## src/verilog/spi_timing_pkg.sv

```systemverilog
`default_nettype none

package spi_timing_pkg;

  // ****************************************
  // SPI frame timing, in clk cycles
  // ****************************************

  // One sclk period is two halves
  localparam int SCLK_HALF = 2;

  localparam int CS_SETUP = 2;
  localparam int CS_HOLD  = 2;

  // cs high between frames
  localparam int CS_GAP   = 2;

  // Frame bit counts
  localparam int CMD_BITS  = 12;
  localparam int READ_BITS = 8;

  // Counter widths
  localparam int SCLK_CNT_W = $clog2(SCLK_HALF + 1);
  localparam int TMR_MAX    = (CS_SETUP > CS_HOLD) ?
                              ((CS_SETUP > CS_GAP) ? CS_SETUP : CS_GAP) :
                              ((CS_HOLD > CS_GAP) ? CS_HOLD : CS_GAP);
  localparam int TMR_W      = $clog2(TMR_MAX + 1);
  localparam int BIT_CNT_W  = $clog2(((CMD_BITS > READ_BITS) ? CMD_BITS : READ_BITS) + 1);

endpackage

`default_nettype wire

```

## src/verilog/spi_cmd_pkg.sv

```systemverilog
`default_nettype none

package spi_cmd_pkg;

  // ****************************************
  // Command word layout
  // ****************************************

  localparam int CMD_WIDTH  = spi_timing_pkg::CMD_BITS;
  localparam int DATA_WIDTH = 8;
  localparam int ADDR_WIDTH = 3;

  // Command queue
  localparam int FIFO_DEPTH = 4;
  localparam int PTR_W      = $clog2(FIFO_DEPTH);
  localparam int CNT_W      = $clog2(FIFO_DEPTH + 1);

  // Write view, bit 11 set
  typedef struct packed {
    logic                  is_write;
    logic [ADDR_WIDTH-1:0] addr;
    logic [DATA_WIDTH-1:0] wdata;
  } spi_wr_view_s;

  // Read view, low byte ignored by the peripheral
  typedef struct packed {
    logic                  is_write;
    logic [ADDR_WIDTH-1:0] addr;
    logic [DATA_WIDTH-1:0] rsvd;
  } spi_rd_view_s;

  typedef union packed {
    spi_wr_view_s wr;
    spi_rd_view_s rd;
  } spi_cmd_u;

  typedef struct packed {
    logic [DATA_WIDTH-1:0] data;
  } spi_read_s;

  // ****************************************
  // Transaction FSM states
  // ****************************************

  typedef enum logic [2:0] {
    IDLE,
    CS_LEAD,
    SHIFT_OUT,
    SHIFT_IN,
    CS_TAIL,
    GAP
  } fsm_state_e;

endpackage

`default_nettype wire

```

## src/verilog/spi_sclk_gen.sv

```systemverilog
`timescale 1ns/1ps
`default_nettype none

module spi_sclk_gen (
  input  logic clk,
  input  logic rst_n,
  input  logic run,
  output logic sclk,
  output logic sclk_rise,
  output logic sclk_fall
);

  typedef logic [spi_timing_pkg::SCLK_CNT_W-1:0] cnt_t;

  cnt_t cnt_q;
  logic half_done;

  // Last cycle of a half period
  assign half_done = run && (cnt_q == cnt_t'(spi_timing_pkg::SCLK_HALF - 1));

  // Strobes mark the clk edge that moves sclk
  assign sclk_rise = half_done && !sclk;
  assign sclk_fall = half_done && sclk;

  always_ff @(posedge clk or negedge rst_n)
  begin
    if (!rst_n)
    begin
      cnt_q <= '0;
      sclk  <= 1'b0;
    end
    else if (!run)
    begin
      cnt_q <= '0;
      sclk  <= 1'b0;
    end
    else if (half_done)
    begin
      cnt_q <= '0;
      sclk  <= ~sclk;
    end
    else
    begin
      cnt_q <= cnt_q + 1'b1;
    end
  end

  // Idle clock level between shift phases
  a_sclk_idle_low : assert property (
    @(posedge clk) disable iff (!rst_n)
    !run |-> !sclk
  );

endmodule

`default_nettype wire

```

## src/verilog/spi_cmd_fifo.sv

```systemverilog
`timescale 1ns/1ps
`default_nettype none

module spi_cmd_fifo (
  input  logic                  clk,
  input  logic                  rst_n,
  input  spi_cmd_pkg::spi_cmd_u cmd_in,
  input  logic                  cmd_vld,
  output logic                  cmd_rdy,
  output spi_cmd_pkg::spi_cmd_u q_cmd,
  output logic                  q_vld,
  input  logic                  q_pop
);

  typedef logic [spi_cmd_pkg::PTR_W-1:0] ptr_t;
  typedef logic [spi_cmd_pkg::CNT_W-1:0] cnt_t;

  spi_cmd_pkg::spi_cmd_u mem [spi_cmd_pkg::FIFO_DEPTH];

  ptr_t wr_ptr;
  ptr_t rd_ptr;
  cnt_t count;
  logic push;
  logic pop;

  function automatic ptr_t next_ptr(input ptr_t ptr);
    if (ptr == ptr_t'(spi_cmd_pkg::FIFO_DEPTH - 1))
      return '0;
    return ptr + 1'b1;
  endfunction

  assign cmd_rdy = (count != cnt_t'(spi_cmd_pkg::FIFO_DEPTH));
  assign q_vld   = (count != '0);
  assign q_cmd   = mem[rd_ptr];

  assign push = cmd_vld && cmd_rdy;
  assign pop  = q_pop && q_vld;

  // ****************************************
  // Pointers and occupancy
  // ****************************************

  always_ff @(posedge clk or negedge rst_n)
  begin
    if (!rst_n)
    begin
      wr_ptr <= '0;
      rd_ptr <= '0;
      count  <= '0;
    end
    else
    begin
      if (push)
        wr_ptr <= next_ptr(wr_ptr);
      if (pop)
        rd_ptr <= next_ptr(rd_ptr);
      if (push && !pop)
        count <= count + 1'b1;
      else if (pop && !push)
        count <= count - 1'b1;
    end
  end

  // Storage
  always_ff @(posedge clk)
  begin
    if (push)
      mem[wr_ptr] <= cmd_in;
  end

  // FSM pops only a valid head entry
  a_pop_when_valid : assert property (
    @(posedge clk) disable iff (!rst_n)
    q_pop |-> q_vld
  );

endmodule

`default_nettype wire

```

## src/verilog/spi_master_fsm.sv

```systemverilog
`timescale 1ns/1ps
`default_nettype none

module spi_master_fsm (
  input  logic                   clk,
  input  logic                   rst_n,
  input  spi_cmd_pkg::spi_cmd_u  q_cmd,
  input  logic                   q_vld,
  output logic                   q_pop,
  output logic                   run,
  input  logic                   sclk_rise,
  input  logic                   sclk_fall,
  output logic                   cs,
  output logic                   mosi,
  input  logic                   miso,
  output logic                   read_vld,
  output spi_cmd_pkg::spi_read_s read_data
);

  typedef logic [spi_timing_pkg::TMR_W-1:0]     tmr_t;
  typedef logic [spi_timing_pkg::BIT_CNT_W-1:0] bit_cnt_t;

  spi_cmd_pkg::fsm_state_e state_q;
  spi_cmd_pkg::fsm_state_e state_d;

  logic [spi_cmd_pkg::CMD_WIDTH-1:0]  q_bits;
  logic [spi_cmd_pkg::CMD_WIDTH-1:0]  tx_q;
  logic [spi_cmd_pkg::DATA_WIDTH-1:0] rx_q;
  logic                               is_wr_q;
  tmr_t                               tmr_q;
  bit_cnt_t                           bit_cnt_q;

  logic lead_done;
  logic tail_done;
  logic gap_done;
  logic out_done;
  logic in_done;
  logic rd_done;

  assign q_bits = q_cmd;

  assign lead_done = (tmr_q == tmr_t'(spi_timing_pkg::CS_SETUP - 1));
  assign tail_done = (tmr_q == tmr_t'(spi_timing_pkg::CS_HOLD - 1));
  assign gap_done  = (tmr_q == tmr_t'(spi_timing_pkg::CS_GAP - 1));

  // Frame phases end on the last sclk fall
  assign out_done = sclk_fall && (bit_cnt_q == bit_cnt_t'(spi_timing_pkg::CMD_BITS - 1));
  assign in_done  = sclk_fall && (bit_cnt_q == bit_cnt_t'(spi_timing_pkg::READ_BITS - 1));

  // First GAP cycle of a read frame
  assign rd_done = (state_q == spi_cmd_pkg::GAP) && (tmr_q == '0) && !is_wr_q;

  assign q_pop = (state_q == spi_cmd_pkg::IDLE) && q_vld;
  assign run   = (state_q == spi_cmd_pkg::SHIFT_OUT) || (state_q == spi_cmd_pkg::SHIFT_IN);

  // ****************************************
  // Next state
  // ****************************************

  always_comb
  begin
    state_d = state_q;
    case (state_q)
      spi_cmd_pkg::IDLE:
        if (q_vld)
          state_d = spi_cmd_pkg::CS_LEAD;
      spi_cmd_pkg::CS_LEAD:
        if (lead_done)
          state_d = spi_cmd_pkg::SHIFT_OUT;
      spi_cmd_pkg::SHIFT_OUT:
        if (out_done)
          state_d = is_wr_q ? spi_cmd_pkg::CS_TAIL : spi_cmd_pkg::SHIFT_IN;
      spi_cmd_pkg::SHIFT_IN:
        if (in_done)
          state_d = spi_cmd_pkg::CS_TAIL;
      spi_cmd_pkg::CS_TAIL:
        if (tail_done)
          state_d = spi_cmd_pkg::GAP;
      spi_cmd_pkg::GAP:
        if (gap_done)
          state_d = spi_cmd_pkg::IDLE;
      default:
        state_d = spi_cmd_pkg::IDLE;
    endcase
  end

  // ****************************************
  // Control and pins
  // ****************************************

  always_ff @(posedge clk or negedge rst_n)
  begin
    if (!rst_n)
    begin
      state_q   <= spi_cmd_pkg::IDLE;
      cs        <= 1'b1;
      mosi      <= 1'b0;
      read_vld  <= 1'b0;
      is_wr_q   <= 1'b0;
      tmr_q     <= '0;
      bit_cnt_q <= '0;
    end
    else
    begin
      state_q  <= state_d;
      cs       <= (state_d == spi_cmd_pkg::IDLE) || (state_d == spi_cmd_pkg::GAP);
      read_vld <= rd_done;

      if (q_pop)
        is_wr_q <= q_cmd.wr.is_write;

      // MSB goes out during cs setup
      if (q_pop)
        mosi <= q_cmd.wr.is_write;
      else if ((state_q == spi_cmd_pkg::SHIFT_OUT) && sclk_fall)
        mosi <= out_done ? 1'b0 : tx_q[spi_cmd_pkg::CMD_WIDTH-1];

      if (state_d != state_q)
        tmr_q <= '0;
      else if ((state_q == spi_cmd_pkg::CS_LEAD) || (state_q == spi_cmd_pkg::CS_TAIL) ||
               (state_q == spi_cmd_pkg::GAP))
        tmr_q <= tmr_q + 1'b1;

      if (state_d != state_q)
        bit_cnt_q <= '0;
      else if (run && sclk_fall)
        bit_cnt_q <= bit_cnt_q + 1'b1;
    end
  end

  // ****************************************
  // Shift registers
  // ****************************************

  always_ff @(posedge clk)
  begin
    if (q_pop)
      tx_q <= {q_bits[spi_cmd_pkg::CMD_WIDTH-2:0], 1'b0};
    else if ((state_q == spi_cmd_pkg::SHIFT_OUT) && sclk_fall)
      tx_q <= {tx_q[spi_cmd_pkg::CMD_WIDTH-2:0], 1'b0};

    // miso is stable since the previous fall
    if ((state_q == spi_cmd_pkg::SHIFT_IN) && sclk_rise)
      rx_q <= {rx_q[spi_cmd_pkg::DATA_WIDTH-2:0], miso};

    if (rd_done)
      read_data.data <= rx_q;
  end

  // No sclk edges outside a selected frame
  a_cs_high_no_clk : assert property (
    @(posedge clk) disable iff (!rst_n)
    cs |-> !(sclk_rise || sclk_fall)
  );

endmodule

`default_nettype wire

```

## src/verilog/spi_cmd_top.sv

```systemverilog
`timescale 1ns/1ps
`default_nettype none

module spi_cmd_top (
  input  logic                   clk,
  input  logic                   rst_n,
  input  spi_cmd_pkg::spi_cmd_u  cmd_in,
  input  logic                   cmd_vld,
  output logic                   cmd_rdy,
  output logic                   sclk,
  output logic                   cs,
  output logic                   mosi,
  input  logic                   miso,
  output logic                   read_vld,
  output spi_cmd_pkg::spi_read_s read_data
);

  spi_cmd_pkg::spi_cmd_u q_cmd;
  logic                  q_vld;
  logic                  q_pop;
  logic                  run;
  logic                  sclk_rise;
  logic                  sclk_fall;

  spi_cmd_fifo fifo_i (
    .clk     (clk),
    .rst_n   (rst_n),
    .cmd_in  (cmd_in),
    .cmd_vld (cmd_vld),
    .cmd_rdy (cmd_rdy),
    .q_cmd   (q_cmd),
    .q_vld   (q_vld),
    .q_pop   (q_pop)
  );

  spi_sclk_gen sclk_gen_i (
    .clk       (clk),
    .rst_n     (rst_n),
    .run       (run),
    .sclk      (sclk),
    .sclk_rise (sclk_rise),
    .sclk_fall (sclk_fall)
  );

  spi_master_fsm fsm_i (
    .clk       (clk),
    .rst_n     (rst_n),
    .q_cmd     (q_cmd),
    .q_vld     (q_vld),
    .q_pop     (q_pop),
    .run       (run),
    .sclk_rise (sclk_rise),
    .sclk_fall (sclk_fall),
    .cs        (cs),
    .mosi      (mosi),
    .miso      (miso),
    .read_vld  (read_vld),
    .read_data (read_data)
  );

endmodule

`default_nettype wire

```

## config.mk

```make
export PLATFORM = sky130hd
export DESIGN_NAME = spi_cmd_top
export DESIGN_NICKNAME = d
export VERILOG_FILES = /design/src/verilog/spi_timing_pkg.sv /design/src/verilog/spi_cmd_pkg.sv /design/src/verilog/spi_sclk_gen.sv /design/src/verilog/spi_cmd_fifo.sv /design/src/verilog/spi_master_fsm.sv /design/src/verilog/spi_cmd_top.sv
export SDC_FILE = /design/constraint.sdc
export NUM_CORES = 1
export LEC_CHECK = 0
export ABC_AREA = 1
export BUFFER_PORTS_ARGS = -buffer_cell sky130_fd_sc_hd__buf_2
export CAP_MARGIN = 30
export CORE_UTILIZATION = 55
export CTS_CLUSTER_DIAMETER = 80
export CTS_CLUSTER_SIZE = 28
export DETAILED_ROUTE_END_ITERATION = 7
export GPL_TIMING_DRIVEN = 0
export PLACE_DENSITY_LB_ADDON = 0.05
export SETUP_SLACK_MARGIN = 0.3
export SYNTH_ARGS = -nofsm -noshare
export SYNTH_HDL_FRONTEND = slang
export SYNTH_SLANG_ARGS = --single-unit
export TNS_END_PERCENT = 20
```

## constraint.sdc

```tcl
create_clock -name clk -period 4.5 [get_ports clk]
set_clock_uncertainty 0.05 [all_clocks]
set_input_delay 0.9 -clock clk [delete_from_list [all_inputs] [get_ports clk]]
set_output_delay 0.9 -clock clk [all_outputs]
set_load 0.02 [all_outputs]
```

==> flow_results.org, run 1 <==
** Drt
- Vias after detailed routing :: approximately 2,500
- Number of nets with antenna violations after detailed routing :: 0
- Final routed wirelength across all metal layers :: a little under 7000 um
- Wire length per cell after detailed routing :: 14.12 um
- After the first detailed-routing iteration, the DRC count stood at slightly below 200.
- Post-detailed-route DRC marker count :: 0
- For this run, the detailed router's first-pass iteration total came to 4.
- After detailed routing, the number of vias per cell comes to 5.191.

** Yosys
- Syn_area_per_cell :: roughly 12 um2
- Ys async rst share :: roughly a quarter
- Synthesized net count :: around 360
- Counting every instance in the synthesized netlist gives 337.
- The synthesized design contains 98 register bits.
- Leading register cell type out of synthesis :: sky130_fd_sc_hd__edfxtp_1
- Netlist area before placement :: 0.004069 mm2
- In this run, synthesis inferred 75 flip-flops with an integrated enable.
- The synthesized netlist contains 31 unique library cells.
- For this run, the number of Yosys warnings is 0.
- Sequential cell area fraction in the yosys report :: 69.53%

** CTS
- After clock tree synthesis, the repair step resized 0 gates.
- Post-CTS timing repair inserted 0 buffers for setup.
- Clock latency at the later pin of the worst-skew pair :: between 300 and 400 ps
- Counting every sink on the clock net gives about 100.
- Clock tree synthesis selected as its root buffer the cell sky130_fd_sc_hd__clkbuf_8.
- TritonCTS built the clock tree.
- TritonCTS created 9 clock buffers.
- Cts hold-fix bufs :: 0
- CTS HTree Levels :: 3
- The clock passes through at most 2 buffers.
- Clock Pin Slew Worst Setup and Hold Paths :: approximately 100 ps

** Timing
- Fmax achieved :: 0.4205 GHz
- RSZ-0062 raised after global routing :: false
- Final max-slew violation count :: 0
- Shortest period the worst path allows :: 2378 ps
- Number of endpoints with negative hold slack in the final report :: 0
- Slew headroom :: about 51%
- Worst Max-Slew Pin Slew :: between 700 and 800 ps
- Setup-failing EPs final :: 0
- For the final routed database, the setup TNS stands at 0 ps.
- Fraction of the cycle the final worst path needs :: about 53%

** Global routing
- Number of global-route vias before repair :: 2,309
- The initial antenna violation count came to 0.
- First-pass GRT wire length :: between 10,000 and 15,000 um
- Across every metal layer, demand over resource in global routing totals approximately 20%.
- For this run the aggregate overflow at the end of global routing stands at 0.
- Largest net degree at the start of global routing :: 24

** Critical path
- Critical path endpoint :: fifo_i.count[2]
- In this run the worst path has a maximum fanout of 10.
- Required time of the critical path :: roughly 4700 ps
- Beginning of the critical path :: fifo_i.count[0]
- STA classifies the critical path endpoint as a flop.
- STA puts the critical path data arrival time at approximately 2600 ps.
- Category of the critical setup timing path :: flop to flop
- Setup slack on the worst reg-to-reg path comes out at 2120 ps.
- STA classifies the critical path startpoint as a flop.
- Count of cells along the worst register-to-register path :: 10
- In this run the critical register-to-register path is launched from fifo_i.count[0].
- Worst r2r dst :: fifo_i.count[2]

** Final layout
- The repair_antennas step left the layout with diodes totalling 0.
- Most frequent cells in the layout :: sky130_fd_sc_hd__edfxtp_1 (75), sky130_fd_sc_hd__nand2_1 (47), sky130_fd_sc_hd__nor2_1 (42)
- The post-route netlist has between 10% and 20% of its cells at a drive strength greater than 1.
- Compared with the post-synthesis result, the final layout area differs by 12.42%.
- The filler cells instantiated in the layout total around 560.
- Measured on the finished design, the core utilization comes to 65.52%.
- Net count of the finished layout :: approximately 410
- Most frequent standard cell in the layout excluding fill and tap cells :: sky130_fd_sc_hd__edfxtp_1

** Place
- Buffers placed on the I/O ports in this run total 28.
- Detailed placer's ending HPWL :: 4792 um
- Placer's final routability congestion estimate :: between 0.8 and 0.9

** Pwr
- Across the VDD grid, the largest voltage drop is between 0.2 and 0.25 mV.
- Static Leak :: 0.001811 uW
- For this design the total switching power over the nets is roughly 500 uW.
- In this run, the clock network consumes around 29% of the power.
- The internal portion of the total power is 1391 uW.
- Sequential cell fraction of total power :: roughly 60%
- In this run switching power makes up 26.26% of total power.
- For this design the ratio of total power to cell area is between 400 and 500 mW/mm2.
- Part of the power in combinational logic :: 11.7%

** Die
- Die width :: between 80 and 90 um
- Std cell rows :: 30
- Height of the die :: ~88 um
- The region available for standard cell placement spans roughly 0.0070 mm2.
- In this run the count of I/O pins placed on the die edge is 29.
- Once the floorplan was initialized, standard cells occupied 58.28% of the core.
- Die area :: about 0.0077 mm2

** Outcome
- The run finished with clean final reports.

** Run
- Max-cap violations in this run came to 0.

** Worst hold path
- The worst hold path belongs to the class flop to flop.
- The worst hold path was traced through 0 stages.
- In this run the most critical hold path is launched from fsm_i.rx_q[7].
==> worst max-delay path, cell delays in order (launching register included) <==
cell and delay, ps:
sky130_fd_sc_hd__dfrtp_1 440, sky130_fd_sc_hd__inv_1 90, sky130_fd_sc_hd__nand3_1 100, sky130_fd_sc_hd__nand2_2 160
sky130_fd_sc_hd__clkbuf_1 360, sky130_fd_sc_hd__ha_1 210, sky130_fd_sc_hd__inv_1 70, sky130_fd_sc_hd__fa_1 380
sky130_fd_sc_hd__a21oi_1 140, sky130_fd_sc_hd__o21ai_0 110, sky130_fd_sc_hd__xor2_1 150
==> cell families after synthesis <==
family	Yosys count	synth area share [%]
mux	2	0.4920
simple gates	127	14.33
flops	98	69.53
buf+inv	42	4.090
xor+xnor	6	1.292
fa+ha+maj	10	3.260
compound gates	52	7.011
==> per-layer routing <==
metal  track usage [%]  up-vias  share of wire, %
met5                 0        -                 0
met4             9.531        0               2.4
met3             3.770       13               3.3
met2             32.49       56                50
met1             24.84     1183                45
li1                  -     1245                 -
==> synthesized netlist by cell type, types with 4 or more instances <==
cell	instances	area, um2
sky130_fd_sc_hd__edfxtp_1	75	2252
sky130_fd_sc_hd__nand2_1	47	176.4
sky130_fd_sc_hd__nor2_1	42	157.7
sky130_fd_sc_hd__o21ai_0	32	160.2
sky130_fd_sc_hd__inv_1	28	105.1
sky130_fd_sc_hd__dfrtp_1	22	550.5
sky130_fd_sc_hd__nand3_1	14	70.07
sky130_fd_sc_hd__o22ai_1	11	68.82
sky130_fd_sc_hd__ha_1	9	112.6
sky130_fd_sc_hd__clkbuf_1	8	30.03
sky130_fd_sc_hd__nor2_2	7	43.79
sky130_fd_sc_hd__a21oi_1	5	25.02
sky130_fd_sc_hd__nand2_2	5	31.28
sky130_fd_sc_hd__inv_2	4	15.01
sky130_fd_sc_hd__nor3_1	4	20.02
sky130_fd_sc_hd__xor2_1	4	35.03
==> worst min path at each step <==
| stage | slack [ps] | to |
|---|---|---|
| floorplan | 350 | fsm_i.read_data[7] |
| global placement | 350 | fsm_i.read_data[7] |
| detailed placement | 360 | fsm_i.read_data[7] |
| CTS | 390 | fsm_i.read_data[7] |
| global route | 390 | fsm_i.read_data[7] |
| finish | 380 | fsm_i.read_data[7] |
==> power by group through the flow <==
stage | registers, uW | logic (uW) | clock network (uW)
finish | 1120 | 222 | 544
global route | 1130 | 254 | 595
CTS | 1120 | 225 | 556
detailed placement | 1140 | 225 | 0
global placement | 1140 | 190 | 0
floorplan | 1130 | 136 | 0
==> sequential cells by signal (all words and copies together), names as in the netlist <==
name              flops
fsm_i.tmr_q           2
fsm_i.is_wr_q         1
fsm_i.read_data       8
fsm_i.tx_q           11
fifo_i.mem           48
fifo_i.count          3
fsm_i.bit_cnt_q       4
fsm_i.mosi            1
fsm_i.read_vld        1
fsm_i.rx_q            8
fifo_i.wr_ptr         2
fsm_i.cs              1
fifo_i.rd_ptr         2
sclk_gen_i.sclk       1
fsm_i.state_q         3
sclk_gen_i.cnt_q      2
==> through the flow <==
stage	setup slack (ps)	std cells	power (uW)	hold slack [ps]	cell area [um2]
after CTS	2082	481	1904	387.1	4574
after global placement	1999	461	1333	352.8	4329
after floorplan	2275	337	1269	350.3	4069
final	2122	481	1887	384.3	4574
after global routing	1856	481	1980	389.1	4574
after detailed placement	2064	465	1367	364.6	4374
==> layout make-up <==
type | instances | area [um2] | share of cell area [%]
buffer | 10 | 46.29 | 1.012
clock buffer | 10 | 137.6 | 3.009
clock inverter | 6 | 62.56 | 1.368
inverter | 32 | 120.1 | 2.626
multi-input combinational | 197 | 1074 | 23.47
sequential | 98 | 2829 | 61.84
tap | 96 | 120.1 | 2.626
timing repair buffer | 32 | 185.2 | 4.048
(Power assumes the default switching activity.)
==> run 2: changes to the inputs <==
Clock period 4.5 ns to 2.34 ns, I/O delays scaled along.
==> flow_results.org, run 2 (synthesized netlist as in run 1, its figures left out) <==
** Critical path
- STA classifies the critical path endpoint as a flop.
- STA classifies the critical path startpoint as a flop.
- Category of the critical setup timing path :: flop to flop
- At the worst endpoint, the required time is between 2000 and 3000 ps.
- Arrival time reported for the critical path endpoint :: ~2100 ps
- Of all nets on the critical path, the largest fanout is 10.

** Drt
- Post-detailed-route DRC marker count :: 0
- The routed layout has 2,485 vias.
- DRC violation total after the first TritonRoute iteration :: 106
- Dividing the detail-routed via count by the number of cells gives a little over 5.
- The routed design has 6887 um of wire.
- The count of nets left with antenna violations once routing finished came out at 0.
- Before antenna repair, the detailed router went through 4 iterations.
- Dividing the detail-routed wire length by the instance count gives about 14 um.

** Place
- Detailed placement finished with a half-perimeter wire length of just under 5000 um.
- Worst slack after detailed placement :: 56.78 ps
- The count of buffers added on input and output ports is 28.
- Placer's final routability congestion estimate :: between 0.8 and 0.9

** Die
- Number of top-level design ports :: 29
- The floorplan has 30 rows.
- Starting density of the core :: between 50% and 60%
- From bottom edge to top edge, the die measures 88.01 um.
- Die width :: around 90 um
- Core Area :: 0.006982 mm2
- The die covers between 0.007 and 0.008 mm2.

** Global routing
- Overflow after GRT :: 0
- The first global-routing pass estimated 11,150 um of wire.
- The initial antenna violation count came to 0.
- Largest net degree at the start of global routing :: 24
- Across every metal layer, demand over resource in global routing totals 20.00%.
- The via count of the first global-routing pass is 2,371.

** Pwr
- IR analysis of the VDD net gives a maximum drop of 0.4506 mV.
- Static Leak :: between 0.0015 and 0.002 uW
- Switching pwr :: a little under 1000 uW
- The share of total power dissipated in sequential elements is about three fifths.
- The internal power of the cells totals 2690 uW.
- Of the total power, the share spent switching nets is a little over a quarter.
- The clock network burns 28.4% of the power.
- Part of the power in combinational logic :: ~13%
- Power per standard cell area :: just under 800 mW/mm2

** Final layout
- Area added between synthesis and finish :: 13.56%
- For this run, the share of the core covered by cells in the final layout is between 60 and 70%.
- Most frequent standard cell in the layout excluding fill and tap cells :: sky130_fd_sc_hd__edfxtp_1
- FF+latch area :: about 0.0028 mm2
- Combined area of the multi-input logic cells :: between 0.001 and 0.0015 mm2
- Ratio of cells with drive above 1 in the final layout :: a little under a quarter
- Net count of the finished layout :: 408
- Regs by FF count :: fifo_i.mem x48, fsm_i.tx_q x11
- 0 antenna diodes ended up in the layout.
- Flip-flop count of the largest register after layout :: between 40 and 50
- In the layout the commonest cells are sky130_fd_sc_hd__edfxtp_1 (75), sky130_fd_sc_hd__nand2_1 (47), sky130_fd_sc_hd__nor2_1 (42).
- Counting flops per register, the top entry is fifo_i.mem.
- Number of inserted filler cells in the final layout :: about 560

** Timing
- In the final timing run, aggregate negative setup slack is 0 ps.
- For this run, the top clock speed supported by timing is approximately 0.5 GHz.
- RSZ-0062 raised after global routing :: false
- After layout, the minimum clock period comes to roughly 2000 ps.
- Setup-failing EPs final :: 0
- Slew headroom :: about 53%
- For the pin with the worst max-slew slack, the measured transition is 697.7 ps.
- Number of endpoints with negative hold slack in the final report :: 0
- Final Worst Setup Slack :: between 300 and 400 ps
- Fraction of the cycle the final worst path needs :: 83.25%
- The final number of max-transition violations was 0.

** CTS
- In this run the clock root is driven by a sky130_fd_sc_hd__clkbuf_8.
- Clock buffer count from CTS :: 9
- The later pin in the worst-skew pair is clocked with a latency of approximately 360 ps.
- Counting along the longest clock path gives a buffer depth of 2.
- The H-tree was split into 3 levels.
- Buffers inserted to repair hold after CTS numbered 0.
- Clock net sink count :: 98
- TritonCTS built the clock tree.
- Clock-pin slew was measured on the worst setup and hold paths at ~100 ps.

** Run
- Number of maximum-capacitance violations :: 0

** Outcome
- Outcome :: finished, final reports clean

** Worst hold path
- Min-delay worst type :: primary input to asynchronous set/reset pin
## run 2: cell count changes in the layout (fill, tap and decap cells not counted), sizes merged
| cell | before | now |
|---|---|---|
| buf | 34 | 36 |
| inv | 33 | 35 |
| clkinv | 5 | 1 |
| clkinvlp | 0 | 2 |
## run 2: final cells by class
| class | count | area share, % |
|---|---|---|
| sequential | 98 | 61.28 |
| multi-input combinational | 197 | 23.75 |
| timing repair buffer | 34 | 4.333 |
| clock buffer | 10 | 2.979 |
| inverter | 32 | 2.600 |
| tap | 96 | 2.600 |
| clock inverter | 6 | 1.246 |
| buffer | 10 | 1.219 |
## run 2: repair_timing
action,CTS,global route
resized for setup,4,10
endpoints found under the setup margin,2,2
buffers inserted,2,0
pin swaps,1,1
## run 2: per-stage QoR
step           hold WS, ps  cells  power [uW]  area (um2)
2_1_floorplan        122.4    337        2446        4075
3_3_place_gp         351.4    461        2568        4335
3_5_place_dp         357.4    465        2631        4380
4_1_cts              33.91    483        3677        4604
5_1_grt              61.77    483        3833        4621
6_report             22.34    483        3659        4621
## run 2: path summary, 6_finish.rpt
check	start	to	slack [ps]	cells after the start
worst max-delay path	fsm_i.state_q[0]	fifo_i.count[1]	390	9
max in group asynchronous	rst_n	fsm_i.state_q[2]	1830	1
worst min-delay path	rst_n	fsm_i.read_vld	20	1
worst min register to register	fsm_i.rx_q[7]	fsm_i.read_data[7]	380	0
worst max register to register	fsm_i.state_q[0]	fifo_i.count[1]	390	9
min in group clk	miso	fsm_i.rx_q[0]	220	1
## run 2: critical path, stage by stage, from the launching register on
cell and delay, ps:
sky130_fd_sc_hd__dfrtp_1 380, sky130_fd_sc_hd__buf_6 140, sky130_fd_sc_hd__nor3_4 160, sky130_fd_sc_hd__nand2_2 80, sky130_fd_sc_hd__clkbuf_8 160, sky130_fd_sc_hd__ha_1 200
sky130_fd_sc_hd__inv_2 70, sky130_fd_sc_hd__fa_2 420, sky130_fd_sc_hd__nor2_1 100, sky130_fd_sc_hd__a21oi_1 60
## run 2: power by group through the flow
stage          logic [uW]  registers (uW)  clock network, uW
3_5_place_dp          434            2200                  0
6_report              464            2160               1040
4_1_cts               462            2150               1060
3_3_place_gp          372            2200                  0
2_1_floorplan         266            2180                  0
5_1_grt               532            2170               1130
## run 2: layer usage
layer,up-vias,wire [um],global-route usage [%],part of all wire [%]
met3,14,203,3.770,2.9
li1,1246,-,-,-
met5,-,0,0,0
met4,0,153,11.14,2.2
met1,1174,3075,24.60,45
met2,51,3454,33.47,50
==> run 3: changes to the inputs <==
Settings changed: ABC_AREA 1 to 0.
Clock period 2.34 ns to 1.97 ns, I/O delays scaled along.
==> flow_results.org, run 3 <==
** Outcome
- Outcome :: finished with violations
- The checks that failed: setup timing.

** Die
- Die width :: 87.88 um
- The region available for standard cell placement spans around 0.0069 mm2.
- Height of the die :: 87.88 um
- Std cell rows :: 30
- The initial utilization of the core area, before any placement, comes to 58.41%.
- Number of top-level design ports :: 29
- Die area :: between 0.007 and 0.008 mm2

** Yosys
- Post-synth top area share :: 55.52%
- The average instance in the mapped netlist occupies roughly 16 um2.
- After synthesis, the cell types taking the most area are sky130_fd_sc_hd__edfxtp_1 (56%), sky130_fd_sc_hd__dfrtp_1 (14%), sky130_fd_sc_hd__mux4_2 (6.7%), sky130_fd_sc_hd__nand2_1 (3.5%), sky130_fd_sc_hd__ha_1 (2.8%).
- Leading register cell type out of synthesis :: sky130_fd_sc_hd__edfxtp_1
- Netlist area before placement :: a little over 0.004 mm2
- Post-synth cell types :: 46
- Counting flops with an async set or reset pin after synthesis yields a share of a little under a quarter.
- Synthesized net count :: roughly 280
- Of all cell types, the one taking the most synthesized area is sky130_fd_sc_hd__edfxtp_1.
- Count of yosys warnings during synthesis :: 0
- By count the netlist is led by sky130_fd_sc_hd__edfxtp_1 (75), sky130_fd_sc_hd__nand2_1 (38), sky130_fd_sc_hd__dfrtp_1 (22), sky130_fd_sc_hd__mux4_2 (12), sky130_fd_sc_hd__ha_1 (9).
- Sequential cell area fraction in the yosys report :: between 60% and 70%
- The synthesized design contains 98 register bits.
- In the post-synthesis netlist, the cell with the most instances is sky130_fd_sc_hd__edfxtp_1.
- Synthesis produced roughly 260 cells.
- In this run, synthesis inferred 75 flip-flops with an integrated enable.

** Timing
- The final number of max-transition violations was 0.
- Across all setup checks in the final design, the least slack found is -167.7 ps.
- Setup violations remaining at the end of the flow were counted as 12.
- RSZ-0062 raised after global routing :: true
- Fmax achieved :: 0.4678 GHz
- The worst pin sits at a relative slew slack of a little over 60%.
- Worst Max-Slew Pin Slew :: 565.1 ps
- Of the available clock period, the critical path in the final layout requires 108.5%.
- Number of endpoints with negative hold slack in the final report :: 0
- Shortest period the worst path allows :: around 2100 ps

** CTS
- The H-tree was split into 3 levels.
- TritonCTS built the clock tree.
- Clock-pin slew was measured on the worst setup and hold paths at 100 ps.
- The clock drives just under 100 sinks.
- Worst-case clock buffer depth :: 2
- Clock root buffer master :: sky130_fd_sc_hd__clkbuf_8
- Clock latency at the later pin of the worst-skew pair :: between 300 and 400 ps
- Clock buffer count from CTS :: 9

** Global routing
- The via count of the first global-routing pass came to approximately 2,300.
- The initial antenna violation count was 0.
- Total global routing track utilization :: between 20% and 30%
- For this run the aggregate overflow at the end of global routing stands at 0.
- First-pass GRT wire length :: between 10,000 and 15,000 um
- Largest net degree at the start of global routing :: 24

** Pwr
- Internal Pwr Total :: roughly 3300 uW
- Overall power consumption after layout is estimated at roughly 4400 uW.
- Power per standard cell area :: around 880 mW/mm2
- Fraction of power spent switching nets :: a little over a quarter
- IR analysis of the VDD net gives a maximum drop of roughly 0.53 mV.
- Part of the power in combinational logic :: between 10% and 20%
- Static Leak :: between 0.0015 and 0.002 uW
- Switching pwr :: 1157 uW
- The share of total power dissipated in sequential elements is between 50 and 60%.
- Clock power share :: a little over a quarter

** Worst hold path
- Min-delay worst type :: primary input to flop

** Critical path
- STA puts the critical path data required time at 2180 ps.
- In this run the worst path has a maximum fanout of 7.
- By startpoint and endpoint, the worst setup path is classified as flop to flop.
- STA classifies the critical path endpoint as a flop.
- Type of origin of the critical path :: flop
- Arrival time reported for the critical path endpoint :: roughly 2400 ps
- Critical path's largest stage delay :: between 400 and 500 ps
- Among all stages on the critical path, the largest delay is contributed by sky130_fd_sc_hd__dfrtp_2.
- Series of cell instances along the critical path :: nor4_4, buf_4, inv_4, clkbuf_16, ha_4, inv_2, fa_2, mux2_4

** Final layout
- Antenna Diode Count :: 0
- Area added between synthesis and finish :: 24.46%
- Net count of the finished layout :: 346
- Number of cells in the finished layout apart from fillers :: approximately 420
- The library cell used most frequently in the layout, excluding fill and tap cells, is sky130_fd_sc_hd__edfxtp_1.
- The top cell types in the final layout, fill and taps aside, are sky130_fd_sc_hd__edfxtp_1 (75), sky130_fd_sc_hd__buf_2 (27), sky130_fd_sc_hd__nand2_1 (25).
- Regs by FF count :: fifo_i.mem x48, fsm_i.tx_q x11
- Flip-flop count of the largest register after layout :: 48
- Ratio of cells with drive above 1 in the final layout :: ~44%
- fifo_i.mem holds more flip-flops than any other register.

** Run
- The tool flagged a number of max-cap violations equal to 0.

** Place
- Detailed placer's ending HPWL :: 4472 um
- Placer's final routability congestion estimate :: 0.7480
- Buffers on Ports :: 28
- Cell count after placement :: roughly 380
- Prior to clock tree synthesis, the placed netlist has a worst setup slack of -361.0 ps.

** Drt
- The count of nets left with antenna violations once routing finished came out at 0.
- For this run, design rule violations remaining after detail routing come to 0.
- Detail-routed via count per cell :: 5.423
- Final routed wirelength across all metal layers :: 7307 um
- Initial DRT Pass Iterations :: 4
- Vias after detailed routing :: 2,283
- The first routing iteration left ~120 violations.
- Wire length per cell after detailed routing :: approximately 17 um
-- run 3: per-stage QoR --
stage / TNS (ps) / utilization (%) / hold slack (ps) / area, um2
after global routing: -1520 / 72.70 / 137.1 / 5049
final: -485.1 / 72.70 / 153.0 / 5049
after detailed placement: -669.2 / 62.86 / 356.1 / 4365
after CTS: -330.7 / 71.05 / 137.2 / 4933
after global placement: -2132 / 62.79 / 352.6 / 4360
after floorplan: -300.7 / - / 48.41 / 4100
-- run 3: final timing paths --
| check | startpoint | endpoint | slack [ps] | cells past startpoint |
|---|---|---|---|---|
| max in group asynchronous | rst_n | fsm_i.state_q[0] | 960 | 2 |
| min in group asynchronous | rst_n | sclk_gen_i.sclk | 500 | 2 |
| setup / recovery | fsm_i.state_q[0] | fifo_i.count[1] | -170 | 8 |
| setup reg to reg | fsm_i.state_q[0] | fifo_i.count[1] | -170 | 8 |
| hold / removal | miso | fsm_i.rx_q[0] | 150 | 1 |
| hold reg to reg | fsm_i.rx_q[7] | fsm_i.read_data[7] | 380 | 0 |
-- run 3: kinds of logic (layout without fill, tap and decap cells) --
| kind of cell | after synthesis | count (layout) | synth area share (%) |
|---|---|---|---|
| flops | 98 | 98 | 69.74 |
| simple gates | 83 | 83 | 10.77 |
| compound gates | 24 | 24 | 4.411 |
| mux | 17 | 17 | 7.989 |
| buf+inv | 17 | 85 | 2.097 |
| fa+ha+maj | 10 | 10 | 3.270 |
| xor+xnor | 8 | 8 | 1.727 |
-- run 3: power by group through the flow --
| stage | logic, uW | clock network [uW] | registers [uW] |
|---|---|---|---|
| 6_report | 625 | 1210 | 2590 |
| 5_1_grt | 689 | 1310 | 2610 |
| 3_5_place_dp | 504 | 0 | 2650 |
| 4_1_cts | 604 | 1240 | 2590 |
| 2_1_floorplan | 353 | 0 | 2610 |
| 3_3_place_gp | 469 | 0 | 2630 |
-- run 3: metal layers --
layer / track usage, % / wire (um) / part of all wire (%)
met5: 0 / 0 / 0
met4: 8.942 / 137 / 1.9
met1: 25.33 / 3090 / 42
met2: 36.86 / 3903 / 53
met3: 4.618 / 175 / 2.4
-- run 3: worst max-delay path, delay by kind of cell (launching register included) --
family        cells  cell delay, ps
fa+ha+maj         2             560
flops             1             490
buf+inv           4             390
simple gates      1             290
mux               1             270
-- run 3: layout make-up --
class                      count  area (um2)
buffer                        10       110.1
clock buffer                   9       123.9
clock inverter                 7       63.81
fill                         448        1896
inverter                       7       28.78
multi-input combinational    142        1369
sequential                    98        2833
tap                           96       120.1
timing repair buffer          52       400.4
-- run 3: timing repair --
| action | in CTS | in global routing |
|---|---|---|
| pin swaps | 21 | 16 |
| endpoints found under the hold margin | 22 | 0 |
| gates resized for setup | 51 | 23 |
| buffers inserted | 16 | 5 |
| setup endpoints to repair | 96 | 42 |
| gates cloned | 1 | 0 |
| hold buffers | 1 | 0 |
